--- config.mk ---
export PLATFORM = sky130hd
export DESIGN_NAME = instrDecoder
export DESIGN_NICKNAME = d
export VERILOG_FILES = /design/src/logic/decodePkg.sv /design/src/logic/opClassifier.sv /design/src/logic/fieldExtract.sv /design/src/logic/operandFormer.sv /design/src/logic/instrDecoder.sv
export VERILOG_INCLUDE_DIRS = /design/src /design/src/logic
export SDC_FILE = /design/constraint.sdc
export NUM_CORES = 1
export LEC_CHECK = 0
export ABC_AREA = 1
export BUFFER_PORTS_ARGS = -buffer_cell sky130_fd_sc_hd__buf_2
export CORE_MARGIN = 1.5
export CORE_UTILIZATION = 35
export CTS_BUF_LIST = sky130_fd_sc_hd__clkbuf_4
export DETAILED_ROUTE_END_ITERATION = 16
export GPL_ROUTABILITY_DRIVEN = 0
export SYNTH_ARGS = -nofsm -noshare
export SYNTH_HDL_FRONTEND = slang
export SYNTH_HIERARCHICAL = 1
export SYNTH_SLANG_ARGS = --single-unit
--- constraint.sdc ---
create_clock -name clock -period 2.79 [get_ports clock]
set_input_delay 0 -clock clock [delete_from_list [all_inputs] [get_ports clock]]
set_output_delay 0 -clock clock [all_outputs]
set_load 0.05 [all_outputs]
--- src/logic/decoder_defines.svh ---
`ifndef DECODER_DEFINES_SVH
`define DECODER_DEFINES_SVH

// instruction word width, 16-bit subset only
`define INSTR_W 16

// register selector, codes 0x00-0x3F are general registers
`define REG_W 7

// immediate, one bit wider than a word so sign survives
`define IMM_W 33

// uIxt extension field
`define IXT_W 8

// micro-ops the consumer can hold before it must free one
`define DEC_CREDITS 4

`endif

--- src/logic/decodePkg.sv ---
`include "decoder_defines.svh"

package decodePkg;

	typedef logic [`INSTR_W-1:0] instr_t;
	typedef logic [`REG_W-1:0] regId_t;
	typedef logic [`IMM_W-1:0] imm_t;
	typedef logic [`IXT_W-1:0] uIxt_t;
	// wide enough to hold the full credit count
	typedef logic [$clog2(`DEC_CREDITS + 1)-1:0] credit_t;

	// special register codes
	localparam regId_t regPc = 7'h40;
	localparam regId_t regGbr = 7'h41;
	localparam regId_t regDlr = 7'h50;
	localparam regId_t regImm = 7'h5E;
	localparam regId_t regZzr = 7'h5F;

	typedef enum logic [7:0] {
		NOP, INVOP,
		MOVB_RM, MOVW_RM, MOVL_RM, MOVQ_RM,
		MOVB_MR, MOVW_MR, MOVL_MR, MOVQ_MR,
		ADD3, SUB3, ADC3, SBB3, TST, AND3, OR3, XOR3,
		MOV_RR, CF_BRA, CF_BSR, LDIX, MOV_IR
	} uCmd_t;

	// operand form, picks how fields map onto N/M/O and imm
	typedef enum logic [3:0] {
		FM_Z, FM_INV,
		FM_REGSTREG, FM_REGSTDRREG, FM_LDREGREG, FM_LDDRREGREG,
		FM_REGREG3, FM_REGREG, FM_PCDISP8,
		FM_IMM8Z, FM_IMM8N, FM_IMM12Z, FM_IMM12N, FM_IMM8REG
	} fmid_t;

	typedef enum logic [2:0] {SB = 3'd0, SW = 3'd1, SL = 3'd2, SQ = 3'd3} bty_t;

	// branch condition, always / if T set / if T clear
	typedef enum logic [1:0] {AL = 2'd0, CT = 2'd2, CF = 2'd3} ccty_t;

	// memory access mode in uIxt bits 5:4
	localparam logic [1:0] ixRri = 2'b01;
	// ALU carry-in variants
	localparam uIxt_t ixLdsb = 8'h00;
	localparam uIxt_t ixLdub = 8'h04;

	typedef struct packed {
		uCmd_t uCmd;
		fmid_t fmid;
		bty_t bty;
		ccty_t ccty;
		uIxt_t cmdIx;
	} opClass_s;

	typedef struct packed {
		regId_t rn;
		regId_t rm;
		regId_t ro;
		regId_t baseRn;
		regId_t baseRm;
		logic rnLow;
		logic rmLow;
	} regFields_s;

	typedef struct packed {
		imm_t imm8s;
		imm_t imm8z;
		imm_t imm8n;
		imm_t imm12z;
		imm_t imm12n;
	} immFields_s;

	typedef struct packed {
		uCmd_t uCmd;
		regId_t regN;
		regId_t regM;
		regId_t regO;
		imm_t imm;
		uIxt_t uIxt;
	} microOp_s;

endpackage

--- src/logic/opClassifier.sv ---
`timescale 1ns/1ps

module opClassifier (
	input logic clock,
	input logic rstN,
	input logic take,
	input decodePkg::instr_t instrWord,
	output decodePkg::opClass_s cls,
	output logic clsValid
);

	decodePkg::opClass_s nextCls;

	always_comb begin
		nextCls.uCmd = decodePkg::INVOP;
		nextCls.fmid = decodePkg::FM_INV;
		nextCls.bty = decodePkg::SB;
		nextCls.ccty = decodePkg::AL;
		nextCls.cmdIx = '0;

		casez (instrWord[15:8])
			8'h0?: begin
				// bit 11 picks load over store, bit 10 the indexed form, 9:8 the size
				nextCls.bty = decodePkg::bty_t'({1'b0, instrWord[9:8]});
				case (instrWord[11:10])
					2'b00: nextCls.fmid = decodePkg::FM_REGSTREG;
					2'b01: nextCls.fmid = decodePkg::FM_REGSTDRREG;
					2'b10: nextCls.fmid = decodePkg::FM_LDREGREG;
					default: nextCls.fmid = decodePkg::FM_LDDRREGREG;
				endcase
				case (instrWord[9:8])
					2'd0: nextCls.uCmd = instrWord[11] ? decodePkg::MOVB_MR : decodePkg::MOVB_RM;
					2'd1: nextCls.uCmd = instrWord[11] ? decodePkg::MOVW_MR : decodePkg::MOVW_RM;
					2'd2: nextCls.uCmd = instrWord[11] ? decodePkg::MOVL_MR : decodePkg::MOVL_RM;
					default: nextCls.uCmd = instrWord[11] ? decodePkg::MOVQ_MR : decodePkg::MOVQ_RM;
				endcase
				// all-zero word would otherwise be a byte store of R0 to R0
				if (instrWord == 16'h0000) begin
					nextCls.uCmd = decodePkg::NOP;
					nextCls.fmid = decodePkg::FM_Z;
				end
			end

			// three-operand ALU, Rn = Rn op Rm
			8'h10: begin
				nextCls.uCmd = decodePkg::ADD3;
				nextCls.fmid = decodePkg::FM_REGREG3;
				nextCls.cmdIx = decodePkg::ixLdsb;
			end
			8'h11: begin
				nextCls.uCmd = decodePkg::SUB3;
				nextCls.fmid = decodePkg::FM_REGREG3;
				nextCls.cmdIx = decodePkg::ixLdub;
			end
			8'h12: begin
				nextCls.uCmd = decodePkg::ADC3;
				nextCls.fmid = decodePkg::FM_REGREG3;
				nextCls.cmdIx = decodePkg::ixLdsb;
			end
			8'h13: begin
				nextCls.uCmd = decodePkg::SBB3;
				nextCls.fmid = decodePkg::FM_REGREG3;
				nextCls.cmdIx = decodePkg::ixLdub;
			end
			8'h14: begin
				nextCls.uCmd = decodePkg::TST;
				nextCls.fmid = decodePkg::FM_REGREG;
			end
			8'h15: begin
				nextCls.uCmd = decodePkg::AND3;
				nextCls.fmid = decodePkg::FM_REGREG3;
			end
			8'h16: begin
				nextCls.uCmd = decodePkg::OR3;
				nextCls.fmid = decodePkg::FM_REGREG3;
			end
			8'h17: begin
				nextCls.uCmd = decodePkg::XOR3;
				nextCls.fmid = decodePkg::FM_REGREG3;
			end
			8'h18: begin
				nextCls.uCmd = decodePkg::MOV_RR;
				nextCls.fmid = decodePkg::FM_REGREG;
			end

			// BT and BF are BRA with a condition attached
			8'b0010_00??: begin
				nextCls.uCmd = (instrWord[9:8] == 2'd1) ? decodePkg::CF_BSR : decodePkg::CF_BRA;
				nextCls.fmid = decodePkg::FM_PCDISP8;
				nextCls.bty = decodePkg::SW;
				if (instrWord[9:8] == 2'd2) begin
					nextCls.ccty = decodePkg::CT;
				end else if (instrWord[9:8] == 2'd3) begin
					nextCls.ccty = decodePkg::CF;
				end
			end

			8'h24: begin
				nextCls.uCmd = decodePkg::LDIX;
				nextCls.fmid = decodePkg::FM_IMM8Z;
			end
			8'h25: begin
				nextCls.uCmd = decodePkg::LDIX;
				nextCls.fmid = decodePkg::FM_IMM8N;
			end
			8'hA?: begin
				nextCls.uCmd = decodePkg::LDIX;
				nextCls.fmid = decodePkg::FM_IMM12Z;
			end
			8'hB?: begin
				nextCls.uCmd = decodePkg::LDIX;
				nextCls.fmid = decodePkg::FM_IMM12N;
			end

			// Rn in bits 11:8, imm8 sign-extended
			8'hC?: begin
				nextCls.uCmd = decodePkg::ADD3;
				nextCls.fmid = decodePkg::FM_IMM8REG;
				nextCls.cmdIx = decodePkg::ixLdsb;
			end
			8'hE?: begin
				nextCls.uCmd = decodePkg::MOV_IR;
				nextCls.fmid = decodePkg::FM_IMM8REG;
			end

			default: begin
				nextCls.uCmd = decodePkg::INVOP;
				nextCls.fmid = decodePkg::FM_INV;
			end
		endcase
	end

	always_ff @(posedge clock) begin
		if (!rstN) begin
			clsValid <= 1'b0;
		end else begin
			clsValid <= take;
		end
	end

	always_ff @(posedge clock) begin
		if (take) begin
			cls <= nextCls;
		end
	end

	// nothing may leave the stage straight out of reset
	clsIdleAfterReset: assert property (@(posedge clock) !rstN |=> !clsValid);

endmodule

--- src/logic/fieldExtract.sv ---
`timescale 1ns/1ps

`include "decoder_defines.svh"

module fieldExtract (
	input logic clock,
	input logic rstN,
	input logic take,
	input decodePkg::instr_t instrWord,
	output decodePkg::regFields_s regs,
	output decodePkg::immFields_s imms
);

	decodePkg::regFields_s nextRegs;
	decodePkg::immFields_s nextImms;

	always_comb begin
		nextRegs.rn = {{(`REG_W - 4){1'b0}}, instrWord[7:4]};
		nextRegs.rm = {{(`REG_W - 4){1'b0}}, instrWord[3:0]};
		nextRegs.ro = {{(`REG_W - 4){1'b0}}, instrWord[11:8]};

		// R0 and R1 as index base mean PC and GBR
		nextRegs.rnLow = (instrWord[7:5] == 3'b000);
		nextRegs.rmLow = (instrWord[3:1] == 3'b000);
		if (nextRegs.rnLow) begin
			nextRegs.baseRn = instrWord[4] ? decodePkg::regGbr : decodePkg::regPc;
		end else begin
			nextRegs.baseRn = nextRegs.rn;
		end
		if (nextRegs.rmLow) begin
			nextRegs.baseRm = instrWord[0] ? decodePkg::regGbr : decodePkg::regPc;
		end else begin
			nextRegs.baseRm = nextRegs.rm;
		end
	end

	always_comb begin
		nextImms.imm8s = {{(`IMM_W - 8){instrWord[7]}}, instrWord[7:0]};
		nextImms.imm8z = {{(`IMM_W - 8){1'b0}}, instrWord[7:0]};
		// ones-extended forms build negative constants
		nextImms.imm8n = {{(`IMM_W - 8){1'b1}}, instrWord[7:0]};
		nextImms.imm12z = {{(`IMM_W - 12){1'b0}}, instrWord[11:0]};
		nextImms.imm12n = {{(`IMM_W - 12){1'b1}}, instrWord[11:0]};
	end

	// candidates only move on a take outside reset
	always_ff @(posedge clock) begin
		if (rstN && take) begin
			regs <= nextRegs;
			imms <= nextImms;
		end
	end

endmodule

--- src/logic/operandFormer.sv ---
`timescale 1ns/1ps

`include "decoder_defines.svh"

module operandFormer (
	input logic clock,
	input logic rstN,
	input logic instrValid,
	output logic instrReady,
	output logic take,
	input logic creditReturn,
	input decodePkg::opClass_s cls,
	input logic clsValid,
	input decodePkg::regFields_s regs,
	input decodePkg::immFields_s imms,
	output logic uopValid,
	output decodePkg::microOp_s uop
);

	decodePkg::credit_t credits;
	decodePkg::microOp_s nextUop;

	// every item in flight holds a credit, so uop never stalls
	assign instrReady = (credits != '0);
	assign take = instrValid && instrReady;

	always_ff @(posedge clock) begin
		if (!rstN) begin
			credits <= decodePkg::credit_t'(`DEC_CREDITS);
		end else if (take && !creditReturn) begin
			credits <= credits - decodePkg::credit_t'(1);
		end else if (creditReturn && !take) begin
			credits <= credits + decodePkg::credit_t'(1);
		end
	end

	always_comb begin
		nextUop.uCmd = cls.uCmd;
		nextUop.regN = decodePkg::regZzr;
		nextUop.regM = decodePkg::regZzr;
		nextUop.regO = decodePkg::regZzr;
		nextUop.imm = '0;
		nextUop.uIxt = '0;

		case (cls.fmid)
			// stores put the data register on N and the address on M
			decodePkg::FM_REGSTREG: begin
				nextUop.regN = regs.rm;
				nextUop.regM = regs.rn;
				nextUop.uIxt = {cls.ccty, decodePkg::ixRri, 1'b0, cls.bty};
			end
			decodePkg::FM_LDREGREG: begin
				nextUop.regN = regs.rn;
				nextUop.regM = regs.rm;
				nextUop.uIxt = {cls.ccty, decodePkg::ixRri, 1'b1, cls.bty};
			end
			// indexed by DLR, a PC or GBR base scales by byte
			decodePkg::FM_REGSTDRREG: begin
				nextUop.regN = regs.rm;
				nextUop.regM = regs.baseRn;
				nextUop.regO = decodePkg::regDlr;
				nextUop.uIxt = {cls.ccty, decodePkg::ixRri, 1'b0,
					(regs.rnLow ? decodePkg::SB : cls.bty)};
			end
			decodePkg::FM_LDDRREGREG: begin
				nextUop.regN = regs.rn;
				nextUop.regM = regs.baseRm;
				nextUop.regO = decodePkg::regDlr;
				nextUop.uIxt = {cls.ccty, decodePkg::ixRri, 1'b1,
					(regs.rmLow ? decodePkg::SB : cls.bty)};
			end
			decodePkg::FM_REGREG3: begin
				nextUop.regN = regs.rn;
				nextUop.regM = regs.rn;
				nextUop.regO = regs.rm;
				nextUop.uIxt = cls.cmdIx;
			end
			decodePkg::FM_REGREG: begin
				nextUop.regN = regs.rn;
				nextUop.regM = regs.rm;
				nextUop.regO = decodePkg::regDlr;
				nextUop.uIxt = cls.cmdIx;
			end
			// target is PC plus a word-scaled displacement
			decodePkg::FM_PCDISP8: begin
				nextUop.regN = decodePkg::regDlr;
				nextUop.regM = decodePkg::regPc;
				nextUop.regO = decodePkg::regImm;
				nextUop.imm = imms.imm8s;
				nextUop.uIxt = {cls.ccty, decodePkg::ixRri, 1'b1, decodePkg::SW};
			end
			decodePkg::FM_IMM8Z: begin
				nextUop.regN = decodePkg::regDlr;
				nextUop.regM = decodePkg::regImm;
				nextUop.imm = imms.imm8z;
			end
			decodePkg::FM_IMM8N: begin
				nextUop.regN = decodePkg::regDlr;
				nextUop.regM = decodePkg::regImm;
				nextUop.imm = imms.imm8n;
			end
			decodePkg::FM_IMM12Z: begin
				nextUop.regN = decodePkg::regDlr;
				nextUop.regM = decodePkg::regImm;
				nextUop.imm = imms.imm12z;
			end
			decodePkg::FM_IMM12N: begin
				nextUop.regN = decodePkg::regDlr;
				nextUop.regM = decodePkg::regImm;
				nextUop.imm = imms.imm12n;
			end
			decodePkg::FM_IMM8REG: begin
				nextUop.regN = regs.ro;
				nextUop.regM = decodePkg::regImm;
				nextUop.regO = regs.ro;
				nextUop.imm = imms.imm8s;
				nextUop.uIxt = cls.cmdIx;
			end
			// nop and invalid keep every selector on ZZR
			default: begin
			end
		endcase
	end

	always_ff @(posedge clock) begin
		if (!rstN) begin
			uopValid <= 1'b0;
		end else begin
			uopValid <= clsValid;
		end
	end

	always_ff @(posedge clock) begin
		if (clsValid) begin
			uop <= nextUop;
		end
	end

	// consumer must not hand back more than it was given
	creditBound: assert property (@(posedge clock) disable iff (!rstN)
		credits <= decodePkg::credit_t'(`DEC_CREDITS));

	noReturnWhenFull: assert property (@(posedge clock) disable iff (!rstN)
		!(creditReturn && (credits == decodePkg::credit_t'(`DEC_CREDITS))));

endmodule

--- src/logic/instrDecoder.sv ---
`timescale 1ns/1ps

module instrDecoder (
	input logic clock,
	input logic rstN,
	input logic instrValid,
	input decodePkg::instr_t instrWord,
	output logic instrReady,
	output logic uopValid,
	output decodePkg::microOp_s uop,
	input logic creditReturn
);

	logic take;
	logic clsValid;
	decodePkg::opClass_s cls;
	decodePkg::regFields_s regs;
	decodePkg::immFields_s imms;

	// classifier and extractor both capture the word on take
	opClassifier classifier (
		.clock(clock),
		.rstN(rstN),
		.take(take),
		.instrWord(instrWord),
		.cls(cls),
		.clsValid(clsValid)
	);

	fieldExtract extractor (
		.clock(clock),
		.rstN(rstN),
		.take(take),
		.instrWord(instrWord),
		.regs(regs),
		.imms(imms)
	);

	operandFormer former (
		.clock(clock),
		.rstN(rstN),
		.instrValid(instrValid),
		.instrReady(instrReady),
		.take(take),
		.creditReturn(creditReturn),
		.cls(cls),
		.clsValid(clsValid),
		.regs(regs),
		.imms(imms),
		.uopValid(uopValid),
		.uop(uop)
	);

endmodule

==> results.md, run 1 <==
* Final critical-path share of the clock period at 90.0%
* H-tree depth at 3
* Io pins at 92
* Synth Cell Area at 0.00780 sq mm
* P&R area growth vs syn at 0.353%
* Drt drc at 0
* Pwr Density at roughly 490 mW/mm^2
* CTS tree: yes
* Core area at ~0.022 sq mm
* Total power draw at around 3.8 mW
* Clock power frac at 21.5%
* Fmax achieved at between 300 and 400 MHz
* Crit-path max cell delay at between 600 and 700 ps
* Number of fill cells at between 2,000 and 2,500
* Hold Path Class: in2reg
* Worst EP required at around 3200 ps
* Reg power frac at a little over half
* I/O Buffers at 91
* Crit-path slowest cell: nor2_4
* Area of the multi-input gates at ~0.0031 sq mm
* Hpwl dp at approximately 11 mm
* CTS Buf Count at 9
* Global-route total usage across every layer at 13.9%
* ANT nets after route at 0
* Combinational Power Share at about a quarter
* Flops & latches, synth at ~110
* Arr. time, crit path at about 2900 ps
* FP Rows at 54
* Starting DRT DRC Count at around 360
* Yosys cell types at 35
* Hold slack at roughly 51 ps
* Number of global-route vias before repair at roughly 5,000
* Psw at 1.38 mW
* RSZ-0062 raised after global routing: no
* Pre-antenna DRT Iters at 5
* Reg clk slew, reported paths at 190 ps
* Startpoint types: flip-flop
* Max Root-Sink Buffers at 2
* Sw frac at between 30% and 40%
* CTS Hold Bufs at 17
* Cts repair resizes at 0
* Setup repair bufs after CTS at 0
* Fin nets at roughly 1,000
* Synth Instances at about 1,000
* VDD IR-drop max at about 250 uV
* Storage cell area at roughly 0.0033 sq mm
* Root Driver: clkbuf_4
* Die ar. at around 0.023 sq mm
* Chip height at around 150 um
* Outcome: complete, no violations
* Crit path cell chain: inv_2 > nor2_4 > nand2_2 > nand2_2 > nand2_1 > nand2_1
* Mean Syn Cell Area at slightly below 8 sq um
* Final Hold Viols at 0
* Via/cell ratio at around 4.2
* Setup_tns at 0 ps
* Seq/Total Area, Yosys at around 42%
* Largest net degree at the start of global routing at 46
* First-pass GRT wire length at about 26 mm
* # clock sinks at between 100 and 150
* Clock Latency Late Sink at around 500 ps
* Setup-failing EPs final at 0
* Die X at 152 um
* MaxCap Viol Count at 0
* Initial antenna violation count at 1
* GRT overflow at 0
* Pins Over Slew Limit at 0
* Leak at 3.85 nW
* Post-Route Skew at about 16 ps
* Minimum clock period after layout at 2510 ps
* Initial core utilization at between 30 and 40%
* Yosys warns at 6
* Worst slew margin at a little over two fifths
* Non-Filler Instances at 1,313
* Vias at 5,471
* Routed WL per cell at 12.0 um
* Path type of the worst setup path: reg2reg
* Internal power at about 2.4 mW
* Worst Max-Slew Pin Slew at 842 ps
* Placed insts at 1,279
* Maximum fanout along the worst path at 35
* Critical Path End Type: flip-flop
* Share of cells above drive strength 1 at 16.4%
* Final WL at about 16 mm
-- worst paths after layout --
kind	depth (start not counted)	slack, ps	endpoint	start
max	6	280	former/uop[14]	classifier/cls[16]
min	4	50	classifier/cls[20]	instrWord[13]
max reg2reg	6	280	former/uop[14]	classifier/cls[16]
min reg2reg	0	440	former/uop[65]	classifier/cls[20]
-- synth_stat cells --
master / number / area share [%]
nand4_1: 4 / 0.32
fa_1: 1 / 0.26
buf_2: 15 / 0.96
nor3_1: 6 / 0.38
nand3_1: 91 / 5.8
nor2_2: 10 / 0.80
nor3_2: 1 / 0.13
inv_2: 11 / 0.53
nand3b_1: 1 / 0.096
nand2_4: 8 / 1.2
edfxtp_1: 106 / 41
dfxtp_1: 5 / 1.3
a21oi_1: 11 / 0.71
o221ai_1: 1 / 0.11
nor2_8: 1 / 0.26
conb_1: 3 / 0.14
a21boi_0: 1 / 0.096
clkinv_2: 1 / 0.064
a21oi_2: 1 / 0.11
o21ai_1: 2 / 0.13
and2_1: 1 / 0.080
nor2_1: 100 / 4.8
ha_1: 1 / 0.16
o211ai_1: 1 / 0.096
nand2_1: 342 / 16
or2_2: 1 / 0.080
inv_1: 48 / 2.3
buf_6: 1 / 0.14
o21ai_0: 9 / 0.58
nand3_2: 3 / 0.38
nand2_2: 9 / 0.72
nor2_4: 4 / 0.58
buf_4: 196 / 19
nor3b_2: 1 / 0.16
clkbuf_1: 9 / 0.43
-- sequential cells by signal (all words and copies together), names as in the netlist --
signal / cells
classifier/cls: 14
classifier/clsValid: 1
extractor/imms: 12
extractor/regs: 10
former/credits: 3
former/uop: 70
former/uopValid: 1
-- power by group through the flow --
stage / registers [mW] / clock network (mW) / logic (mW)
after floorplan: 2.37 / 0 / 0.604
after CTS: 2.08 / 0.868 / 0.918
after detailed placement: 2.12 / 0 / 0.897
after global routing: 2.10 / 0.928 / 1.02
after global placement: 2.12 / 0 / 0.883
final: 2.08 / 0.822 / 0.918
-- metrics by stage --
step / worst slack (ps) / instance area (sq um) / util, %
5_1_grt: 16.4 / 7830 / 35.9
2_1_floorplan: 247 / 8230 / -
3_5_place_dp: 328 / 7520 / 34.5
6_report: 279 / 7830 / 35.9
4_1_cts: 263 / 7830 / 35.9
3_3_place_gp: 434 / 7520 / 34.5
-- critical path: cells and delay by family (launching register included) --
kind	cells	cell delay, ps
buf+inv	1	150
flops	1	510
simple gates	5	1700
-- layout by cell type (no fill, tap or decap), types with 2 or more instances in the layout --
| master | n |
|---|---|
| dfxtp_1 | 4 |
| buf_4 | 10 |
| nor2_2 | 10 |
| inv_1 | 48 |
| clkbuf_4 | 9 |
| nor2_4 | 4 |
| conb_1 | 116 |
| o21ai_1 | 2 |
| inv_8 | 2 |
| buf_2 | 91 |
| dlygate4sd3_1 | 17 |
| inv_6 | 3 |
| edfxtp_1 | 106 |
| nor3_1 | 6 |
| nand3_2 | 3 |
| nand2_2 | 9 |
| nand2_4 | 8 |
| nand3_1 | 91 |
| nor2_1 | 100 |
| nand2_1 | 342 |
| a21oi_1 | 11 |
| nand4_1 | 4 |
| clkinv_2 | 2 |
| inv_2 | 11 |
| o21ai_0 | 9 |
-- routing by layer --
| layer | up-vias | track usage (%) | share of wire [%] |
|---|---|---|---|
| li1 | 2933 | - | - |
| met1 | 2402 | 19.1 | 49 |
| met2 | 123 | 21.7 | 45 |
| met3 | 13 | 2.84 | 4.8 |
| met4 | 0 | 4.95 | 1.5 |
| met5 | - | 0 | 0 |
-- cell type report --
| class | instances | share of cell area [%] |
|---|---|---|
| Antenna cell | 1 | 0.0320 |
| Clock buffer | 9 | 0.863 |
| Clock inverter | 7 | 0.895 |
| Inverter | 60 | 2.89 |
| Multi-Input combinational cell | 727 | 39.9 |
| Sequential cell | 111 | 42.0 |
| Tap cell | 280 | 4.47 |
| Timing Repair Buffer | 118 | 8.95 |
-- cells by family (layout without fill, tap and decap cells) --
| family | after synthesis | count (layout) | share of synthesized area, % |
|---|---|---|---|
| adders and majority gates | 2 | 2 | 0.417 |
| buffers and inverters | 281 | 194 | 23.3 |
| and+or+nand+nor | 583 | 583 | 32.2 |
| DFF | 111 | 111 | 42.1 |
| other | 3 | 117 | 0.144 |
| AOI/OAI and AO/OA | 26 | 26 | 1.83 |
(Power assumes the default switching activity.)
==> inputs of run 2 (changes only) <==
--- a/config.mk
+++ b/config.mk
@@ -13,6 +13,7 @@
 export CTS_BUF_LIST = sky130_fd_sc_hd__clkbuf_4
 export DETAILED_ROUTE_END_ITERATION = 16
 export GPL_ROUTABILITY_DRIVEN = 0
+export SETUP_SLACK_MARGIN = 0.3
 export SYNTH_ARGS = -nofsm -noshare
 export SYNTH_HDL_FRONTEND = slang
 export SYNTH_HIERARCHICAL = 1
==> run 2 against run 1 <==
Final area up 0.53%. Wire length up 1.2%. Utilization up 0.19 points. Critical path type unchanged. Largest cell class unchanged. Critical endpoint is now former/uop[26]. Global-route usage about the same.
==> results.md, run 2 (same netlist as run 1, synthesis figures left out) <==
* Outcome: complete, no violations
* Final WL at between 15 and 20 mm
* Hold Path End: classifier/cls[20]
* R2R depth at 6
* Met2 wire len at between 7 and 8 mm
* Setup_tns at 0 ps
* MaxCap Viol Count at 0
* Top Registers: former/uop (70), classifier/cls (14), extractor/imms (12)
* Post-Route Skew at between 15 and 20 ps
* First-pass GRT wire length at 25.8 mm
* Commonest non-fill, non-tap cells in the layout: 342 x nand2_1, 116 x conb_1, 106 x edfxtp_1
* Leak at approximately 3.9 nW
* Share of cells above drive strength 1 at 16.4%
* Clock Latency Late Sink at a little under 500 ps
* # clock sinks at ~110
* Pwr Density at 495 mW/mm^2
* Reg-to-reg setup timing slack at ~750 ps
* Placed insts at between 1,000 and 1,500
* H-tree depth at 3
* Chip height at between 150 and 200 um
* Startpoint types: flip-flop
* Final critical-path share of the clock period at between 70% and 80%
* RSZ-0062 raised after global routing: no
* WL met1 at around 7.9 mm
* Storage cell area at between 0.003 and 0.004 sq mm
* Vias at 5,486
* Io pins at about 90
* Largest net degree at the start of global routing at 43
* WL met3 at 865 um
* Core area at approximately 0.022 sq mm
* Worst EP required at between 3000 and 4000 ps
* Hold Path Class: in2reg
* Critical Path End Type: flip-flop
* GRT overflow at 0
* Hpwl dp at approximately 11 mm
* Final Hold Viols at 0
* Final instance area at approximately 0.0079 sq mm
* Final core utilization at a little over a third
* Hold path cells at 4
* Top Metal Used: met4
* Via/cell ratio at about 4.2
* Global-route total usage across every layer at around 14%
* Area of the multi-input gates at ~0.0031 sq mm
* ANT nets after route at 0
* Setup-failing EPs final at 0
* Path type of the worst setup path: reg2reg
* Starting DRT DRC Count at around 420
* Hold slack at 50.6 ps
* Number of global-route vias before repair at approximately 5,000
* Worst Max-Slew Pin Slew at 813 ps
* CTS tree: yes
* Placed cell area at approximately 0.0075 sq mm
* Reg with most FFs: former/uop
* CTS Buf Count at 9
* Arr. time, crit path at between 2000 and 2500 ps
* Worst Hold Launch: instrWord[13]
* Drt drc at 0
* Die ar. at 0.0232 sq mm
* Pre-CTS setup slack at around 350 ps
* Fin nets at about 1,000
* P&R area growth vs syn at 0.882%
* Worst r2r dst: former/uop[26]
* VDD IR-drop max at 196 uV
* Max reg flops at 70
* Initial core utilization at between 30% and 40%
* Fin worst setup slack at between 700 and 800 ps
* Minimum clock period after layout at between 2000 and 2500 ps
* Max Root-Sink Buffers at 2
* Pre-antenna DRT Iters at 5
* Die X at 152 um
* Setup repair bufs after CTS at 0
* Total power draw at between 3 and 4 mW
* Worst r2r src: classifier/cls[16]
* Leading cell type in the layout, fill and taps excluded: nand2_1
* Initial antenna violation count at 1
* Routed WL per cell at 12.1 um
* Pins Over Slew Limit at 0
* I/O Buffers at 91
* Maximum fanout along the worst path at 34
* FP Rows at 54
* Fmax achieved at about 490 MHz
* Non-Filler Instances at approximately 1,300
* Number of fill cells at roughly 2,300
* Root Driver: clkbuf_4
* Reg clk slew, reported paths at 200 ps
* Worst slew margin at 45.7%
-- run 2: area by class of cell --
class                      instances  share of cell area, %
antenna                            1                 0.0318
clock buffer                       9                  0.858
clock inverter                     7                   1.19
inverter                          60                   2.88
multi-input combinational        728                   39.9
sequential                       111                   41.8
tap                              280                   4.45
timing repair buffer             117                   8.96
-- run 2: how the worst max path moves through the flow --
stage / endpoint / cells after the start / slack (ps) / startpoint
after floorplan: former/credits[2] / 9 / 410 / former/credits[0]
after global placement: former/uop[39] / 6 / 430 / classifier/cls[16]
after CTS: former/uop[26] / 6 / 490 / classifier/cls[16]
after detailed placement: former/uop[26] / 6 / 350 / classifier/cls[16]
after global routing: former/uop[26] / 6 / 500 / classifier/cls[16]
final: former/uop[26] / 6 / 750 / classifier/cls[16]
-- run 2: routing by layer --
metal  GRT usage (%)  up-vias
li1                -     2930
met1            20.0     2408
met2            21.1      137
met3            2.36       11
met4            4.58        0
met5               0        -
-- run 2: critical path: stages (launching register included) --
cell and delay (ps):
edfxtp_1 490, inv_2 160, nor2_4 460, nand2_2 210, nand2_4 380, nand2_1 90
nand2_1 100
-- run 2: what timing repair did --
action	4_1_cts	5_1_grt
hold buffers	17	0
gates resized for setup	0	1
hold endpoints to repair	37	0
gates cloned	1	0
setup endpoints to repair	1	3
pin swaps	1	0
-- run 2: report_power, final --
| part | switching (mW) | total (mW) | internal, mW |
|---|---|---|---|
| clock | 0.597 | 0.891 | 0.294 |
| combinational | 0.695 | 0.923 | 0.228 |
| sequential | 0.0849 | 2.08 | 2.00 |
| total | 1.38 | 3.89 | 2.52 |
==> inputs of run 3 (changes only) <==
--- a/config.mk
+++ b/config.mk
@@ -6,7 +6,7 @@
 export SDC_FILE = /design/constraint.sdc
 export NUM_CORES = 1
 export LEC_CHECK = 0
-export ABC_AREA = 1
+export ABC_AREA = 0
 export BUFFER_PORTS_ARGS = -buffer_cell sky130_fd_sc_hd__buf_2
 export CORE_MARGIN = 1.5
 export CORE_UTILIZATION = 35
==> constraint.sdc (replaced) <==
create_clock -name clock -period 2 [get_ports clock]
set_input_delay 0 -clock clock [delete_from_list [all_inputs] [get_ports clock]]
set_output_delay 0 -clock clock [all_outputs]
set_load 0.05 [all_outputs]
==> run 3 against run 2 <==
Clock power grew 23%. Die area shrank 1.2%. Sequential share of layout area shrank 3.4 points. Critical path type unchanged. Largest cell class is now multi-input combinational cells.
==> results.md, run 3 <==
* Outcome: complete, no violations
* Drt drc at 0
* Clock Latency Late Sink at a little over 500 ps
* Fin worst setup slack at approximately 210 ps
* Top Registers: former/uop (70), classifier/cls (14), extractor/imms (12)
* Critical path startpoint: former/credits[0]
* Post-Route Skew at approximately 11 ps
* Most frequent cells after synthesis: 198 x buf_4, 106 x edfxtp_1, 72 x nor2_1
* Leading cell type in the layout, fill and taps excluded: conb_1
* Die ar. at ~0.023 sq mm
* Pins Over Slew Limit at 0
* M1 GR Usage at between 20% and 30%
* Hold Path Class: in2reg
* Arr. time, crit path at 2250 ps
* Seq/Total Area, Yosys at between 40 and 50%
* H-tree depth at 3
* Worst Max-Slew Pin Slew at approximately 540 ps
* ANT nets after route at 0
* Root Driver: clkbuf_4
* Vias at about 5,300
* Post-Synth Simple-Gate Area at 11.3%
* MaxCap Viol Count at 0
* Setup-failing EPs final at 0
* CTS tree: yes
* Starting DRT DRC Count at approximately 490
* Pwr Density at approximately 700 mW/mm^2
* Placed cell area at 0.00751 sq mm
* Hpwl dp at 10.8 mm
* Yosys cell types at 60
* VDD IR-drop max at between 200 and 300 uV
* Commonest non-fill, non-tap cells in the layout: 116 x conb_1, 106 x edfxtp_1, 92 x buf_2
* Ys async rst share at 0%
* Synth Area in XOR/XNOR at 0.341%
* Largest family of logic cells by synthesized area: buffers and inverters
* EDFF count, synth at 106
* Reg with most FFs: former/uop
* Startpoint types: flip-flop
* Worst Hold Launch: instrValid
* Flops & latches, synth at around 110
* GRT overflow at 0
* Leak at 3.51 nW
* Adder-cell share of the synthesized area at less than 1%
* Top-count cell post-synth: buf_4
* Synth top area share at just over 40%
* Critical Path End Type: flip-flop
* Chip height at ~150 um
* Path type of the worst setup path: reg2reg
* Worst r2r src: former/credits[0]
* Io pins at 92
* Via/cell ratio at approximately 4.7
* Area contributors post-synth: edfxtp_1 41%, buf_4 19%, mux2i_1 6.5%
* FP Rows at 54
* Die X at between 150 and 200 um
* Pre-antenna DRT Iters at 5
* Yosys warns at 6
* Final WL at 17.6 mm
* R2R depth at 7
* Routed WL per cell at 15.5 um
* Worst r2r dst: former/credits[1]
* Fmax achieved at roughly 560 MHz
* Fin nets at 866
* Busiest layer in global routing: met2
* # clock sinks at roughly 110
* Critical Path End: former/credits[1]
* Maximum fanout along the worst path at 2
* Initial antenna violation count at 1
* Minimum clock period after layout at between 1500 and 2000 ps
* GR Layer Usage met3 at slightly below 3%
* Mean Syn Cell Area at approximately 9.8 sq um
* Largest net degree at the start of global routing at 44
* M2 GR Usage at 22.1%
* Worst slew margin at a little under two thirds
* Final critical-path share of the clock period at 89.3%
* P&R area growth vs syn at 11.2%
* Max reg flops at 70
* Final Hold Viols at 0
* Worst EP required at between 2000 and 2500 ps
* Synth Cell Area at slightly below 0.008 sq mm
* I/O Buffers at between 90 and 100
* Synth area leader: edfxtp_1
* Main synth FF type: edfxtp_1
* Reg clk slew, reported paths at 170 ps
* Share of cells above drive strength 1 at a little over a quarter
* Post-synthesis compound-gate area fraction at between 10% and 20%
* Core area at between 0.02 and 0.025 sq mm
* First-pass GRT wire length at ~25 mm
* Post-synthesis mux area share at under 10%
* Max Root-Sink Buffers at 2
* Initial core utilization at around 36%
* Reg-to-reg setup timing slack at 210 ps
* RSZ-0062 raised after global routing: yes
* CTS Buf Count at 9
* Global-route total usage across every layer at approximately 14%
* Pre-CTS setup slack at ~41 ps
* Total power draw at between 6 and 7 mW
* Number of global-route vias before repair at about 4,600
* Final instance area at about 0.0086 sq mm
* Synth Instances at 787
* Setup_tns at 0 ps
==> run 3: cell types whose count changed after synthesis, sizes merged, moves of 18 or more <==
cell / change
a211o: +18
a21oi: +18
a22oi: +29
inv: -47
mux2i: +50
nand2: -325
nand3: -85
nor2: -43
o21ai: +30
==> run 3: stage by stage <==
stage	hold slack, ps	std cells	util (%)
after floorplan	71.8	900	-
after global placement	218	1056	34.6
after detailed placement	217	1056	34.6
after CTS	17.5	1104	36.9
after global routing	59.0	1130	39.5
final	49.9	1130	39.5
==> run 3: logic make-up after synthesis <==
group | after synthesis
AO/OA/AOI/OAI | 182
XOR/XNOR | 3
adder cells (fa/ha/maj) | 2
buffers and inverters | 253
flip-flops | 111
multiplexers | 52
other | 3
AND/OR/NAND/NOR | 181
==> run 3: timing repair <==
action                                  in CTS  in global routing
resized for setup                           24                 69
setup buffers                               11                 17
pin swaps                                    1                 31
gates cloned                                 3                  8
hold buffers                                18                  0
endpoints found under the setup margin      69                 71
hold endpoints to repair                    39                  0
==> run 3: power by group <==
group	switching, mW	total, mW	internal, mW
clock network	0.828	1.10	0.275
registers	0.0998	2.90	2.80
logic	1.24	2.02	0.778
==> run 3: metal layers <==
metal  share of wire [%]  vias up
met5                   0        -
met4                 1.7        0
met3                 5.0       24
met2                  47      172
met1                  46     2453
li1                    -     2624
==> run 3: final cells by class <==
class	instances	area [sq um]
diodes	1	2.50
clock buffers	9	67.6
clock inverters	7	53.8
fillers	2124	13100
inverters	12	45.0
multi-input cells	537	3360
flip-flops and latches	111	3290
well taps	280	350
repair buffers	173	1410
==> run 3: worst min path at each step <==
stage                     cells after the start  slack [ps]           endpoint
after global routing                          5          60  former/credits[1]
after global placement                        1         220  extractor/imms[0]
after detailed placement                      1         220  extractor/imms[4]
final                                         5          50  former/credits[2]
after CTS                                     5          20  former/credits[2]
after floorplan                               1          70  former/credits[2]
==> run 3: critical path, stage by stage, from the launching register on <==
cell     delay, ps
dfxtp_2        360
or3_4          380
and2_4         160
ha_4           160
inv_2           50
fa_2           410
o21ai_1        110
and2_1         120
